<file path="src/design/rv_isa_pkg.sv">
//--------------------------------------------------------------------------
// RV32I instruction set definitions
// Instruction word formats, major opcodes and ALU function codes
//--------------------------------------------------------------------------
package rv_isa_pkg;

  // Major opcodes of the supported subset
  typedef enum logic [6:0] {
    OP_LUI    = 7'b0110111,
    OP_AUIPC  = 7'b0010111,
    OP_JAL    = 7'b1101111,
    OP_JALR   = 7'b1100111,
    OP_BRANCH = 7'b1100011,
    OP_LOAD   = 7'b0000011,
    OP_STORE  = 7'b0100011,
    OP_IMM    = 7'b0010011,
    OP_REG    = 7'b0110011
  } opcode_t;

  // ALU operations, PASS_B serves LUI
  typedef enum logic [3:0] {
    ALU_ADD, ALU_SUB, ALU_SLL, ALU_SRL, ALU_SRA, ALU_SLT,
    ALU_SLTU, ALU_XOR, ALU_OR, ALU_AND, ALU_PASS_B
  } alu_fn_t;

  // funct3 of integer operations
  localparam logic [2:0] F3_ADD  = 3'b000;
  localparam logic [2:0] F3_SLL  = 3'b001;
  localparam logic [2:0] F3_SLT  = 3'b010;
  localparam logic [2:0] F3_SLTU = 3'b011;
  localparam logic [2:0] F3_XOR  = 3'b100;
  localparam logic [2:0] F3_SR   = 3'b101;
  localparam logic [2:0] F3_OR   = 3'b110;
  localparam logic [2:0] F3_AND  = 3'b111;

  // ------------------------------------------------------------------------
  // Instruction formats, msb first
  // ------------------------------------------------------------------------
  typedef struct packed {
    logic [6:0] funct7; logic [4:0] rs2; logic [4:0] rs1;
    logic [2:0] funct3; logic [4:0] rd;  logic [6:0] opcode;
  } r_type_t;
  typedef struct packed {
    logic [11:0] imm_11_0; logic [4:0] rs1; logic [2:0] funct3;
    logic [4:0] rd; logic [6:0] opcode;
  } i_type_t;
  typedef struct packed {
    logic [6:0] imm_11_5; logic [4:0] rs2; logic [4:0] rs1;
    logic [2:0] funct3; logic [4:0] imm_4_0; logic [6:0] opcode;
  } s_type_t;
  typedef struct packed {
    logic imm_12; logic [5:0] imm_10_5; logic [4:0] rs2; logic [4:0] rs1;
    logic [2:0] funct3; logic [3:0] imm_4_1; logic imm_11; logic [6:0] opcode;
  } b_type_t;
  typedef struct packed {
    logic [19:0] imm_31_12; logic [4:0] rd; logic [6:0] opcode;
  } u_type_t;
  typedef struct packed {
    logic imm_20; logic [9:0] imm_10_1; logic imm_11; logic [7:0] imm_19_12;
    logic [4:0] rd; logic [6:0] opcode;
  } j_type_t;

  // One word, six views
  typedef union packed {
    r_type_t r_type; i_type_t i_type; s_type_t s_type;
    b_type_t b_type; u_type_t u_type; j_type_t j_type;
  } inst_t;

endpackage

</file>
<file path="src/design/rv_ctrl_pkg.sv">
//--------------------------------------------------------------------------
// Core control types
// Control word from decode to data path and the data-memory request
//--------------------------------------------------------------------------
package rv_ctrl_pkg;
  import rv_isa_pkg::*;

  // Next-PC source
  typedef enum logic [1:0] {
    NPC_PLUS4,
    NPC_BRANCH, // PC plus immediate
    NPC_JALR    // ALU result, bit 0 cleared
  } next_pc_sel_t;

  // Register writeback source
  typedef enum logic [1:0] {
    WB_ALU,
    WB_MEM,
    WB_PC4     // link value for JAL and JALR
  } wb_sel_t;

  // ------------------------------------------------------------------------
  // Control word, one per instruction
  // ------------------------------------------------------------------------
  typedef struct packed {
    alu_fn_t      alu_fn;
    logic         a_sel_pc;   // PC instead of rs1
    logic         b_sel_imm;  // Immediate instead of rs2
    next_pc_sel_t next_pc_sel;
    wb_sel_t      wb_sel;
    logic         reg_write;
    logic         mem_write;
  } ctrl_t;

  // Data-memory request, no handshake
  typedef struct packed {
    logic [31:0] addr;
    logic [31:0] wdata;
    logic        write;
    logic        read;
  } dmem_req_t;

endpackage

</file>
<file path="src/design/rv_alu.sv">
//--------------------------------------------------------------------------
// Integer ALU
// 32-bit arithmetic, logic, shift and compare with a zero flag
//--------------------------------------------------------------------------
module rv_alu
  import rv_isa_pkg::*;
(
  input  alu_fn_t     alu_fn,
  input  logic [31:0] operand_a,
  input  logic [31:0] operand_b,
  output logic [31:0] result,
  output logic        zero
);

  logic [4:0] shamt;

  // Shift amount, low five bits only
  assign shamt = operand_b[4:0];

  always_comb begin
    case (alu_fn)
      ALU_ADD: begin
        result = operand_a + operand_b;
      end
      ALU_SUB: begin
        result = operand_a - operand_b;
      end
      ALU_SLL: begin
        result = operand_a << shamt;
      end
      ALU_SRL: begin
        result = operand_a >> shamt;
      end
      // Arithmetic shift keeps the sign
      ALU_SRA: begin
        result = $unsigned($signed(operand_a) >>> shamt);
      end
      ALU_SLT: begin
        result = {31'b0, $signed(operand_a) < $signed(operand_b)};
      end
      ALU_SLTU: begin
        result = {31'b0, operand_a < operand_b};
      end
      ALU_XOR: begin
        result = operand_a ^ operand_b;
      end
      ALU_OR: begin
        result = operand_a | operand_b;
      end
      ALU_AND: begin
        result = operand_a & operand_b;
      end
      // LUI passes the immediate through
      ALU_PASS_B: begin
        result = operand_b;
      end
      default: begin
        result = 32'b0;
      end
    endcase
  end

  // Branch decisions look at this flag
  assign zero = (result == 32'b0);

endmodule

</file>
<file path="src/design/rv_control.sv">
//--------------------------------------------------------------------------
// Control unit
// Decodes opcode, funct3, funct7 and the ALU zero flag into the control
// word, including the branch decision
//--------------------------------------------------------------------------
module rv_control
  import rv_isa_pkg::*;
  import rv_ctrl_pkg::*;
(
  input  logic  rst,
  input  inst_t inst,
  input  logic  alu_zero,
  output ctrl_t ctrl
);

  logic [2:0] funct3;
  logic       alt;
  logic       taken;

  // Integer op from funct3, alt picks SUB or SRA
  function automatic alu_fn_t int_op(input logic [2:0] f3, input logic sub_ok,
                                     input logic f7_alt);
    case (f3)
      F3_ADD:  return (sub_ok && f7_alt) ? ALU_SUB : ALU_ADD;
      F3_SLL:  return ALU_SLL;
      F3_SLT:  return ALU_SLT;
      F3_SLTU: return ALU_SLTU;
      F3_XOR:  return ALU_XOR;
      F3_SR:   return f7_alt ? ALU_SRA : ALU_SRL;
      F3_OR:   return ALU_OR;
      F3_AND:  return ALU_AND;
      default: return ALU_ADD;
    endcase
  endfunction

  assign funct3 = inst.r_type.funct3;
  assign alt    = inst.r_type.funct7[5];

  // BEQ/BGE/BGEU take on zero, the others on nonzero
  assign taken = alu_zero ^ funct3[0] ^ funct3[2];

  always_comb begin
    // No-op defaults, also used for unknown opcodes
    ctrl.alu_fn      = ALU_ADD;
    ctrl.a_sel_pc    = 1'b0;
    ctrl.b_sel_imm   = 1'b1;
    ctrl.next_pc_sel = NPC_PLUS4;
    ctrl.wb_sel      = WB_ALU;
    ctrl.reg_write   = 1'b0;
    ctrl.mem_write   = 1'b0;
    case (inst.r_type.opcode)
      OP_LUI: begin
        ctrl.alu_fn    = ALU_PASS_B;
        ctrl.reg_write = 1'b1;
      end
      OP_AUIPC: begin
        ctrl.a_sel_pc  = 1'b1;
        ctrl.reg_write = 1'b1;
      end
      // JAL target comes from the PC adder
      OP_JAL: begin
        ctrl.next_pc_sel = NPC_BRANCH;
        ctrl.wb_sel      = WB_PC4;
        ctrl.reg_write   = 1'b1;
      end
      OP_JALR: begin
        ctrl.next_pc_sel = NPC_JALR;
        ctrl.wb_sel      = WB_PC4;
        ctrl.reg_write   = 1'b1;
      end
      // Compare rs1 with rs2
      OP_BRANCH: begin
        ctrl.b_sel_imm   = 1'b0;
        ctrl.alu_fn      = funct3[2] ? (funct3[1] ? ALU_SLTU : ALU_SLT) : ALU_SUB;
        ctrl.next_pc_sel = taken ? NPC_BRANCH : NPC_PLUS4;
      end
      OP_LOAD: begin
        ctrl.wb_sel    = WB_MEM;
        ctrl.reg_write = 1'b1;
      end
      OP_STORE: begin
        ctrl.mem_write = 1'b1;
      end
      // ADDI has no subtract form
      OP_IMM: begin
        ctrl.alu_fn    = int_op(funct3, 1'b0, alt);
        ctrl.reg_write = 1'b1;
      end
      OP_REG: begin
        ctrl.alu_fn    = int_op(funct3, 1'b1, alt);
        ctrl.b_sel_imm = 1'b0;
        ctrl.reg_write = 1'b1;
      end
      default: begin
        ctrl.reg_write = 1'b0;
      end
    endcase
    // Nothing is written while in reset
    if (rst) begin
      ctrl.reg_write = 1'b0;
      ctrl.mem_write = 1'b0;
    end
  end

endmodule

</file>
<file path="src/design/rv_core.sv">
//--------------------------------------------------------------------------
// RV32I single-cycle core
// Control unit and data path joined to the fetch and data-memory ports
//--------------------------------------------------------------------------
module rv_core
  import rv_isa_pkg::*;
  import rv_ctrl_pkg::*;
#(
  parameter logic [31:0] reset_pc = 32'h0000_0000
) (
  input  logic        clock,
  input  logic        rst,
  // Instruction fetch, combinational
  output logic [31:0] imem_addr,
  input  logic [31:0] imem_data,
  // Data memory, write at the edge
  output dmem_req_t   dmem_req,
  input  logic [31:0] dmem_rdata
);

  inst_t inst;
  ctrl_t ctrl;
  logic  alu_zero;

  // Fetched word viewed through the format union
  assign inst = imem_data;

  // ------------------------------------------------------------------------
  // Decode and control
  // ------------------------------------------------------------------------
  rv_control control_i (
    .rst      (rst),
    .inst     (inst),
    .alu_zero (alu_zero),
    .ctrl     (ctrl)
  );

  // ------------------------------------------------------------------------
  // Data path, PC drives the fetch address
  // ------------------------------------------------------------------------
  rv_datapath #(
    .reset_pc (reset_pc)
  ) datapath_i (
    .clock      (clock),
    .rst        (rst),
    .inst       (inst),
    .ctrl       (ctrl),
    .dmem_rdata (dmem_rdata),
    .pc         (imem_addr),
    .alu_zero   (alu_zero),
    .dmem_req   (dmem_req)
  );

endmodule

</file>
<file path="src/design/rv_datapath.sv">
//--------------------------------------------------------------------------
// Single-cycle data path
// PC register, operand selection, next-PC choice, writeback and the
// data-memory request
//--------------------------------------------------------------------------
module rv_datapath
  import rv_isa_pkg::*;
  import rv_ctrl_pkg::*;
#(
  parameter logic [31:0] reset_pc = 32'h0000_0000
) (
  input  logic        clock,
  input  logic        rst,
  input  inst_t       inst,
  input  ctrl_t       ctrl,
  input  logic [31:0] dmem_rdata,
  output logic [31:0] pc,
  output logic        alu_zero,
  output dmem_req_t   dmem_req
);

  logic [31:0] imm;
  logic [31:0] rs1_data;
  logic [31:0] rs2_data;
  logic [31:0] alu_a;
  logic [31:0] alu_b;
  logic [31:0] alu_result;
  logic [31:0] pc_plus4;
  logic [31:0] pc_plus_imm;
  logic [31:0] next_pc;
  logic [31:0] wb_data;

  // ------------------------------------------------------------------------
  // Decode side
  // ------------------------------------------------------------------------
  rv_imm_gen imm_gen_i (
    .inst (inst),
    .imm  (imm)
  );

  // Register indices sit at the same bits in every format
  rv_regfile regfile_i (
    .clock    (clock),
    .rs1_addr (inst.r_type.rs1),
    .rs2_addr (inst.r_type.rs2),
    .rd_addr  (inst.r_type.rd),
    .rd_data  (wb_data),
    .write    (ctrl.reg_write),
    .rs1_data (rs1_data),
    .rs2_data (rs2_data)
  );

  // ------------------------------------------------------------------------
  // Execute
  // ------------------------------------------------------------------------
  assign alu_a = ctrl.a_sel_pc ? pc : rs1_data;
  assign alu_b = ctrl.b_sel_imm ? imm : rs2_data;

  rv_alu alu_i (
    .alu_fn    (ctrl.alu_fn),
    .operand_a (alu_a),
    .operand_b (alu_b),
    .result    (alu_result),
    .zero      (alu_zero)
  );

  // PC adders
  assign pc_plus4    = pc + 32'd4;
  assign pc_plus_imm = pc + imm;

  // ------------------------------------------------------------------------
  // Next PC and writeback
  // ------------------------------------------------------------------------
  always_comb begin
    case (ctrl.next_pc_sel)
      NPC_BRANCH: next_pc = pc_plus_imm;
      // JALR target is always halfword aligned
      NPC_JALR:   next_pc = {alu_result[31:1], 1'b0};
      default:    next_pc = pc_plus4;
    endcase
  end

  always_comb begin
    case (ctrl.wb_sel)
      WB_MEM:  wb_data = dmem_rdata;
      WB_PC4:  wb_data = pc_plus4;
      default: wb_data = alu_result;
    endcase
  end

  // PC held at reset_pc during reset, written every cycle after
  always_ff @(posedge clock) begin
    if (rst) begin
      pc <= reset_pc;
    end else begin
      pc <= next_pc;
    end
  end

  // Loads and stores address through the ALU
  assign dmem_req.addr  = alu_result;
  assign dmem_req.wdata = rs2_data;
  assign dmem_req.write = ctrl.mem_write;
  assign dmem_req.read  = (ctrl.wb_sel == WB_MEM);

endmodule

</file>
<file path="src/design/rv_imm_gen.sv">
//--------------------------------------------------------------------------
// Immediate generator
// Sign-extended I, S, B, U or J immediate chosen by the opcode
//--------------------------------------------------------------------------
module rv_imm_gen
  import rv_isa_pkg::*;
(
  input  inst_t       inst,
  output logic [31:0] imm
);

  always_comb begin
    case (inst.r_type.opcode)
      // I format
      OP_JALR, OP_LOAD, OP_IMM: begin
        imm = {{20{inst.i_type.imm_11_0[11]}}, inst.i_type.imm_11_0};
      end
      // S format, split low bits
      OP_STORE: begin
        imm = {{20{inst.s_type.imm_11_5[6]}}, inst.s_type.imm_11_5,
               inst.s_type.imm_4_0};
      end
      // B format, always even
      OP_BRANCH: begin
        imm = {{20{inst.b_type.imm_12}}, inst.b_type.imm_11,
               inst.b_type.imm_10_5, inst.b_type.imm_4_1, 1'b0};
      end
      // Upper 20 bits
      OP_LUI, OP_AUIPC: begin
        imm = {inst.u_type.imm_31_12, 12'b0};
      end
      // J format, also even
      OP_JAL: begin
        imm = {{12{inst.j_type.imm_20}}, inst.j_type.imm_19_12,
               inst.j_type.imm_11, inst.j_type.imm_10_1, 1'b0};
      end
      // Register forms and unknown opcodes
      default: begin
        imm = 32'b0;
      end
    endcase
  end

endmodule

</file>
<file path="src/design/rv_regfile.sv">
//--------------------------------------------------------------------------
// Register file
// 32 x 32 bits, two combinational reads, one write at the edge, x0 is zero
//--------------------------------------------------------------------------
module rv_regfile (
  input  logic        clock,
  input  logic [4:0]  rs1_addr,
  input  logic [4:0]  rs2_addr,
  input  logic [4:0]  rd_addr,
  input  logic [31:0] rd_data,
  input  logic        write,
  output logic [31:0] rs1_data,
  output logic [31:0] rs2_data
);

  logic [31:0] regs [32];

  // Write port, x0 never written
  always_ff @(posedge clock) begin
    if (write && (rd_addr != 5'd0)) begin
      regs[rd_addr] <= rd_data;
    end
  end

  // Read ports
  always_comb begin
    if (rs1_addr == 5'd0) begin
      rs1_data = 32'b0;
    end else begin
      rs1_data = regs[rs1_addr];
    end
    if (rs2_addr == 5'd0) begin
      rs2_data = 32'b0;
    end else begin
      rs2_data = regs[rs2_addr];
    end
  end

endmodule

</file>
<file path="config.mk">
export PLATFORM = sky130hd
export DESIGN_NAME = rv_core
export DESIGN_NICKNAME = d
export VERILOG_FILES = /design/src/design/rv_isa_pkg.sv /design/src/design/rv_ctrl_pkg.sv /design/src/design/rv_alu.sv /design/src/design/rv_control.sv /design/src/design/rv_core.sv /design/src/design/rv_datapath.sv /design/src/design/rv_imm_gen.sv /design/src/design/rv_regfile.sv
export SDC_FILE = /design/constraint.sdc
export NUM_CORES = 2
export LEC_CHECK = 0
export BUFFER_PORTS_ARGS = -buffer_cell sky130_fd_sc_hd__buf_2
export CAP_MARGIN = 20
export CORE_MARGIN = 3
export CORE_UTILIZATION = 66
export CTS_BUF_LIST = sky130_fd_sc_hd__clkbuf_2
export DETAILED_ROUTE_END_ITERATION = 7
export PLACE_DENSITY = 0.84
export SETUP_SLACK_MARGIN = 0.5
export SYNTH_ARGS = -nofsm -noshare
export SYNTH_HDL_FRONTEND = slang
export SYNTH_HIERARCHICAL = 1
export SYNTH_SLANG_ARGS = --single-unit
</file>
<file path="constraint.sdc">
create_clock -name clock -period 9.87 [get_ports clock]
set_input_delay 0.987 -clock clock [delete_from_list [all_inputs] [get_ports clock]]
set_output_delay 0.987 -clock clock [all_outputs]
set_load 0.01 [all_outputs]
</file>
; After elaboration in Yosys (flattened, before gate mapping)
; Memories as Yosys holds them, arrays and structs flattened.
; Cells that the tools add are included.
[totals]
ff_bits = 32
ramBits = 1024
inputBits = 66
output_inout_bits = 98
word_cells = 82
n_memories = 1
[classes]
n_addsub = 4
n_lt_le_gt_ge = 2
n_eq_ne = 30
shift = 3
muxes = 24
bitwise_logic = 5
n_reduce_logical = 12
[memory_table]
columns = name, depth, width, rd, rd_clocked_by_memory_dff, write_ports, line
row1 = datapath_i.regfile_i.regs, 32, 32, 2, 0, 1, rv_regfile.sv:16  ; logic [31:0] regs [32];
[ops]
columns = op, n
row1 = 32-bit one-hot mux with 11 select lines, 1
row2 = 32-bit one-hot mux with 5 select lines, 1
row3 = 32-bit two-way mux, 4
row4 = 32-bit one-hot mux with 2 select lines, 2
row5 = 32-bit adder, 2
row6 = 32-bit < comparator, 2
row7 = 4-bit one-hot mux with 8 select lines, 2
row8 = 32-bit by 3-bit adder with 32-bit output (second input constant), 1
row9 = 32-bit AND, 1
row10 = 32-bit zero test, 1
row11 = 32-bit OR, 1
row12 = 32-bit by 5-bit << shifter with 32-bit output, 1
row13 = 32-bit by 5-bit >> shifter with 32-bit output, 1
row14 = 32-bit by 5-bit >>> shifter with 32-bit output, 1
row15 = 32-bit subtractor, 1
row16 = 32-bit XOR, 1
row17 = 7-bit by 6-bit == test with 1-bit output (second input constant), 3
row18 = 7-bit == test (second input constant), 3
row19 = 4-bit by 3-bit == test with 1-bit output (second input constant), 4
row20 = 4-bit one-hot mux with 4 select lines, 1
row21 = 7-bit by 5-bit == test with 1-bit output (second input constant), 2
row22 = 3-bit == test (second input constant), 4
row23 = 4-bit == test (second input constant), 3
row24 = 5-bit zero test, 2
row25 = other kinds (21), 35

; Longest topological paths before layout
[logic_depth]
depth_word = 13
depth_mapped = 35
mapped_depth_nobuf = 26

; By module
; The synthesis kept the hierarchy.
[by_module_without_submodules]
columns = mod, n_inst, cells_per_inst, area_per_inst_um2, seq_area_each_um2
row1 = rv_regfile, 1, 2564, 47904.7, 30749.5
row2 = rv_alu, 1, 1451, 10187.3, 0.0
row3 = rv_datapath, 1, 635, 4862.2, 640.6
row4 = rv_imm_gen, 1, 73, 581.8, 0.0
row5 = rv_control, 1, 44, 342.8, 0.0

; Worst setup path before layout
; OpenSTA, ideal clock, no wires.
[synth_path]
kind = input port to flip-flop
from = input imem_data[22]
to = register datapath_i.pc[31]
setup_ns = 0.075
t_arrival_ns = 8.599
required_ns = 9.795
path_slack_ns = 1.196
cell_stages = 33
n_path_buf = 12
path_cell_list = buf_4 buf_2 buf_2 clkbuf_1 a211oi_1 a311oi_1 mux2_2 buf_6 buf_4 buf_4 clkbuf_1 clkbuf_1 inv_1 ha_1 nor2_1 o311ai_1 a211oi_1 o21ai_0 a21oi_1 or4_1 or4_1 a2111oi_2 nand4_1 nor3b_2 xnor2_1 a22o_1 inv_1 ha_1 clkbuf_1 clkbuf_1 buf_2 a21oi_1 o22ai_1
[synth_lines]
columns = element, line
row1 = from (decl), rv_core.sv:15  ; input logic [31:0] imem_data,
row2 = to (signal assigned), rv_datapath.sv:94  ; pc <= reset_pc;
row3 = to (signal assigned), rv_datapath.sv:96  ; pc <= next_pc;
row4 = to (decl), rv_datapath.sv:17  ; output logic [31:0] pc,

==> flow_metrics.env <==
export IMPL_die_x_microns=317.1
export IMPL_placeableCoreArea_sq_um=95440
export IMPL_fin_nets=5319
export IMPL_syn2layout_area_growth_pct=9.760
export IMPL_die_h_microns=317.1
export IMPL_num_rows=113
export IMPL_slew_headroom=0.1832
export IMPL_n_fill_cell=5978
export IMPL_synth_edff_count=1024
export IMPL_cp_arrival_ps=7920
export IMPL_ios=164
export IMPL_clkTransAtPathRegs_ps=130
export IMPL_port_buffers=163
export IMPL_yosysUniqueCellTypes=112
export IMPL_grt_pass1_vias=51478
export IMPL_pwr_share_clk=0.272
export IMPL_power_density_nw_per_um2=146.1
export IMPL_insertion_delay_ps=1650
export IMPL_crit_slowest_cell="a211oi_1"
export IMPL_drtIter0Drc=9777
export IMPL_r2r_end="datapath_i/pc[23]"
export IMPL_grt_setup_unrepaired="false"
export IMPL_hold_end="datapath_i/regfile_i/regs[2][26]"
export IMPL_ys_seq_area_frac=0.4914
export IMPL_dr_pass1_iters=7
export IMPL_netlist_area_sq_um=63880
export IMPL_cts_tree="yes"
export IMPL_status="finished clean"
export IMPL_hold_depth=3
export IMPL_hold_start="dmem_rdata[26]"
export IMPL_antenna_left=0
export IMPL_maxCapViolations=0
export IMPL_cp_max_fo=41
export IMPL_syn_area_per_cell_sq_um=13.40
export IMPL_wirelength_microns=265900
export IMPL_synth_ff_type="edfxtp_1"
export IMPL_max_freq_mhz=112.3
export IMPL_min_period_ps=8905
export IMPL_synthArstFlopShare=0
export IMPL_design_area_sq_um=70110
export IMPL_grtUsageTotal=0.5321
export IMPL_worstSetupStartpointType="input port"
export IMPL_syn_inst=4767
export IMPL_dieArea_sq_um=100600
export IMPL_clockRootBuffer="clkbuf_2"
export IMPL_grt_first_pass_wirelength_microns=372600
export IMPL_swShare=0.3213
export IMPL_utilization=0.7347
export IMPL_p_int_w=0.006951
export IMPL_setup_ws_ps=965.1
export IMPL_start_util=0.6693
export IMPL_place_congestion=1.208
export IMPL_critical_path_endpoint_type="output port"
export IMPL_cts_buffer_depth=3
export IMPL_required_ps=8880
export IMPL_dpl_cell_area_sq_um=67530
export IMPL_finalCritPeriodShare=0.9022
export IMPL_post_cts_resized=0
export IMPL_comb_power_share=0.223
export IMPL_r2r_slack_ps=1620
export IMPL_hold_class="in -> reg"
export IMPL_reg2reg_from="datapath_i/regfile_i/regs[30][0]"
export IMPL_wl_per_cell_microns=40.35
export IMPL_fin_worst_skew_ps=178.9
export IMPL_holdWs_ps=79.56
export IMPL_setup_viol=0
export IMPL_ys_seq_elements=1056
export IMPL_peakVddDrop_uv=121.1
export IMPL_tightestPinTransition_ps=1217
export IMPL_numClockSinks=1056
export IMPL_grt_max_degree=90
export IMPL_criticalPathCategory="in -> out"
export IMPL_slew_viol_final=0
export IMPL_worst_path_most_repeated_cell="buf_4"
export IMPL_cts_buffers=229
export IMPL_cpPeakStageDelay_ps=970
export IMPL_fin_tns_setup_ps=0
export IMPL_yosys_warnings=6
export IMPL_hold_violations=0
export IMPL_reg2reg_depth=30
export IMPL_cp_cell_sequence="buf_6 -> or3b_2 -> o221ai_1 -> a21oi_1 -> a211oi_1 -> mux2_2 -> inv_1 -> ha_1 -> nor3_1 -> o311ai_0 -> a31oi_1 -> buf_4 -> nor4_1 -> a21oi_1 -> buf_4 -> a31oi_1 -> a32oi_1 -> buf_4 -> buf_2"
export IMPL_post_cts_buffers=0
export IMPL_htreeDepth=4
export IMPL_antenna_found_initial=32
export IMPL_drive_gt1_frac=0.2919
export IMPL_viasPerCell=8.101
export IMPL_hpwlAfterDp_microns=179000
export IMPL_power_leakage_nw=24.90
export IMPL_drcViolationCount=0
export IMPL_grt_overflow=0
export IMPL_seqPwrFrac=0.505
export IMPL_routed_via_count=53375
export IMPL_p_switching_w=0.003290
export IMPL_dp_worst_setup_slack_ps=521.1
==> cell usage after synthesis, drive strengths merged, types with 16 or more instances <==
master	count	area [sq um]
mux4	406	9279
nor2b	69	439.2
o21ai	219	1141
o221ai	80	700.7
nand2	277	1040
xnor2	48	420.4
nor4	29	209.0
mux2i	369	3694
a21o	38	285.3
a22oi	109	818.3
a211oi	104	855.8
nand3b	17	140.1
nand3	64	325.3
mux2	153	1727
edfxtp	1024	30750
ha	136	1702
clkbuf	217	819.5
buf	166	1069
and2	16	100.1
or3	22	142.6
and3	22	137.6
inv	123	461.7
a31oi	23	143.9
a2111oi	16	152.7
a311oi	40	350.3
a21oi	178	905.9
a221oi	91	915.9
xor2	23	201.4
dfxtp	32	640.6
nor2	210	793.3
nor3	66	357.8
nand4	63	400.4
o211ai	28	210.2
a221o	19	190.2
o2111ai	17	148.9
nand2b	19	118.9
==> worst max path at each step <==
stage                                                 from                 to  slack (ps)  cells after the start
after floorplan                              imem_data[22]  datapath_i/pc[31]        1200                     33
after global placement                       imem_data[16]  datapath_i/pc[25]         710                     27
after detailed placement                     imem_data[20]  datapath_i/pc[23]         520                     30
after CTS                 datapath_i/regfile_i/regs[30][0]       dmem_req[62]        1180                     19
after global routing      datapath_i/regfile_i/regs[26][0]       dmem_req[62]         970                     19
final                                        imem_data[16]       dmem_req[62]         970                     19
==> critical path, delay by kind of cell <==
family	cells	cell delay (ps)
AO/OA/AOI/OAI	8	3260
AND/OR/NAND/NOR	3	1220
multiplexers	1	500
buffers and inverters	6	1300
adder cells (fa/ha/maj)	1	470
==> registers in the layout, indices dropped and copies added, names as in the netlist <==
name and count:
datapath_i/regfile_i/regs 1024, datapath_i/pc 32
==> final cells by class <==
type | count | area [sq um] | area share
inverters | 124 | 480.5 | 0.006853
diodes | 38 | 95.09 | 0.001356
multi-input cells | 3235 | 30760 | 0.4388
clock inverters | 84 | 539.3 | 0.007691
well taps | 1265 | 1583 | 0.02257
flip-flops and latches | 1056 | 31390 | 0.4477
clock buffers | 319 | 1597 | 0.02277
repair buffers | 468 | 3665 | 0.05227
==> per-stage QoR <==
stage | total power [W] | cells
floorplan | 0.006472 | 4798
global placement | 0.007334 | 6120
detailed placement | 0.007371 | 6123
CTS | 0.01006 | 6528
global route | 0.01050 | 6560
finish | 0.01024 | 6589
==> per-layer routing <==
metal / routed length [microns] / track usage / share of wire
met5: 495 / 0.03337 / 0.0019
met4: 28880 / 0.4507 / 0.11
met3: 45020 / 0.2606 / 0.17
met2: 113200 / 0.7607 / 0.43
met1: 78310 / 0.5940 / 0.29
==> cells by family after synthesis <==
kind of cell / share of synthesized area
and+or+nand+nor: 0.07688
buffers and inverters: 0.03706
AOI/OAI and AO/OA: 0.1272
xor gates and xnor gates: 0.009735
muxes: 0.2301
DFF: 0.4914
adders and majority gates: 0.02758
other: 0.00005870
==> layout by cell type (no fill, tap or decap), types with 38 or more instances in the layout <==
| cell | netlist | layout |
|---|---|---|
| edfxtp_1 | 1024 | 1024 |
| mux4_2 | 370 | 370 |
| mux2i_1 | 369 | 367 |
| clkbuf_2 | 1 | 319 |
| nand2_1 | 277 | 277 |
| buf_4 | 61 | 253 |
| nor2_1 | 208 | 172 |
| a21oi_1 | 174 | 171 |
| o21ai_0 | 194 | 168 |
| buf_2 | 65 | 156 |
| mux2_2 | 149 | 147 |
| ha_1 | 136 | 135 |
| inv_1 | 120 | 118 |
| a22oi_1 | 109 | 109 |
| a211oi_1 | 89 | 89 |
| o221ai_1 | 80 | 80 |
| a221oi_1 | 72 | 72 |
| nand3_1 | 63 | 63 |
| nor2b_1 | 68 | 63 |
| nor3_1 | 63 | 62 |
| nand4_1 | 62 | 62 |
| clkinv_1 | 0 | 52 |
| xnor2_1 | 48 | 48 |
| a311oi_1 | 40 | 39 |
| diode_2 | 0 | 38 |
| o21ai_2 | 12 | 38 |
| a21o_1 | 38 | 38 |
==> power by group through the flow <==
stage                     Clock, W  Combinational (W)  Sequential, W
after global routing       0.00300            0.00233        0.00517
after global placement           0            0.00206        0.00527
after CTS                  0.00278            0.00210        0.00517
after floorplan                  0            0.00119        0.00528
after detailed placement         0            0.00210        0.00528
final                      0.00278            0.00229        0.00517
==> what timing repair did <==
item / in CTS / in global routing
hold endpoints to repair: 20 / 6
hold buffers: 2 / 4
setup endpoints to repair: 0 / 0
(Power assumes the default switching activity.)
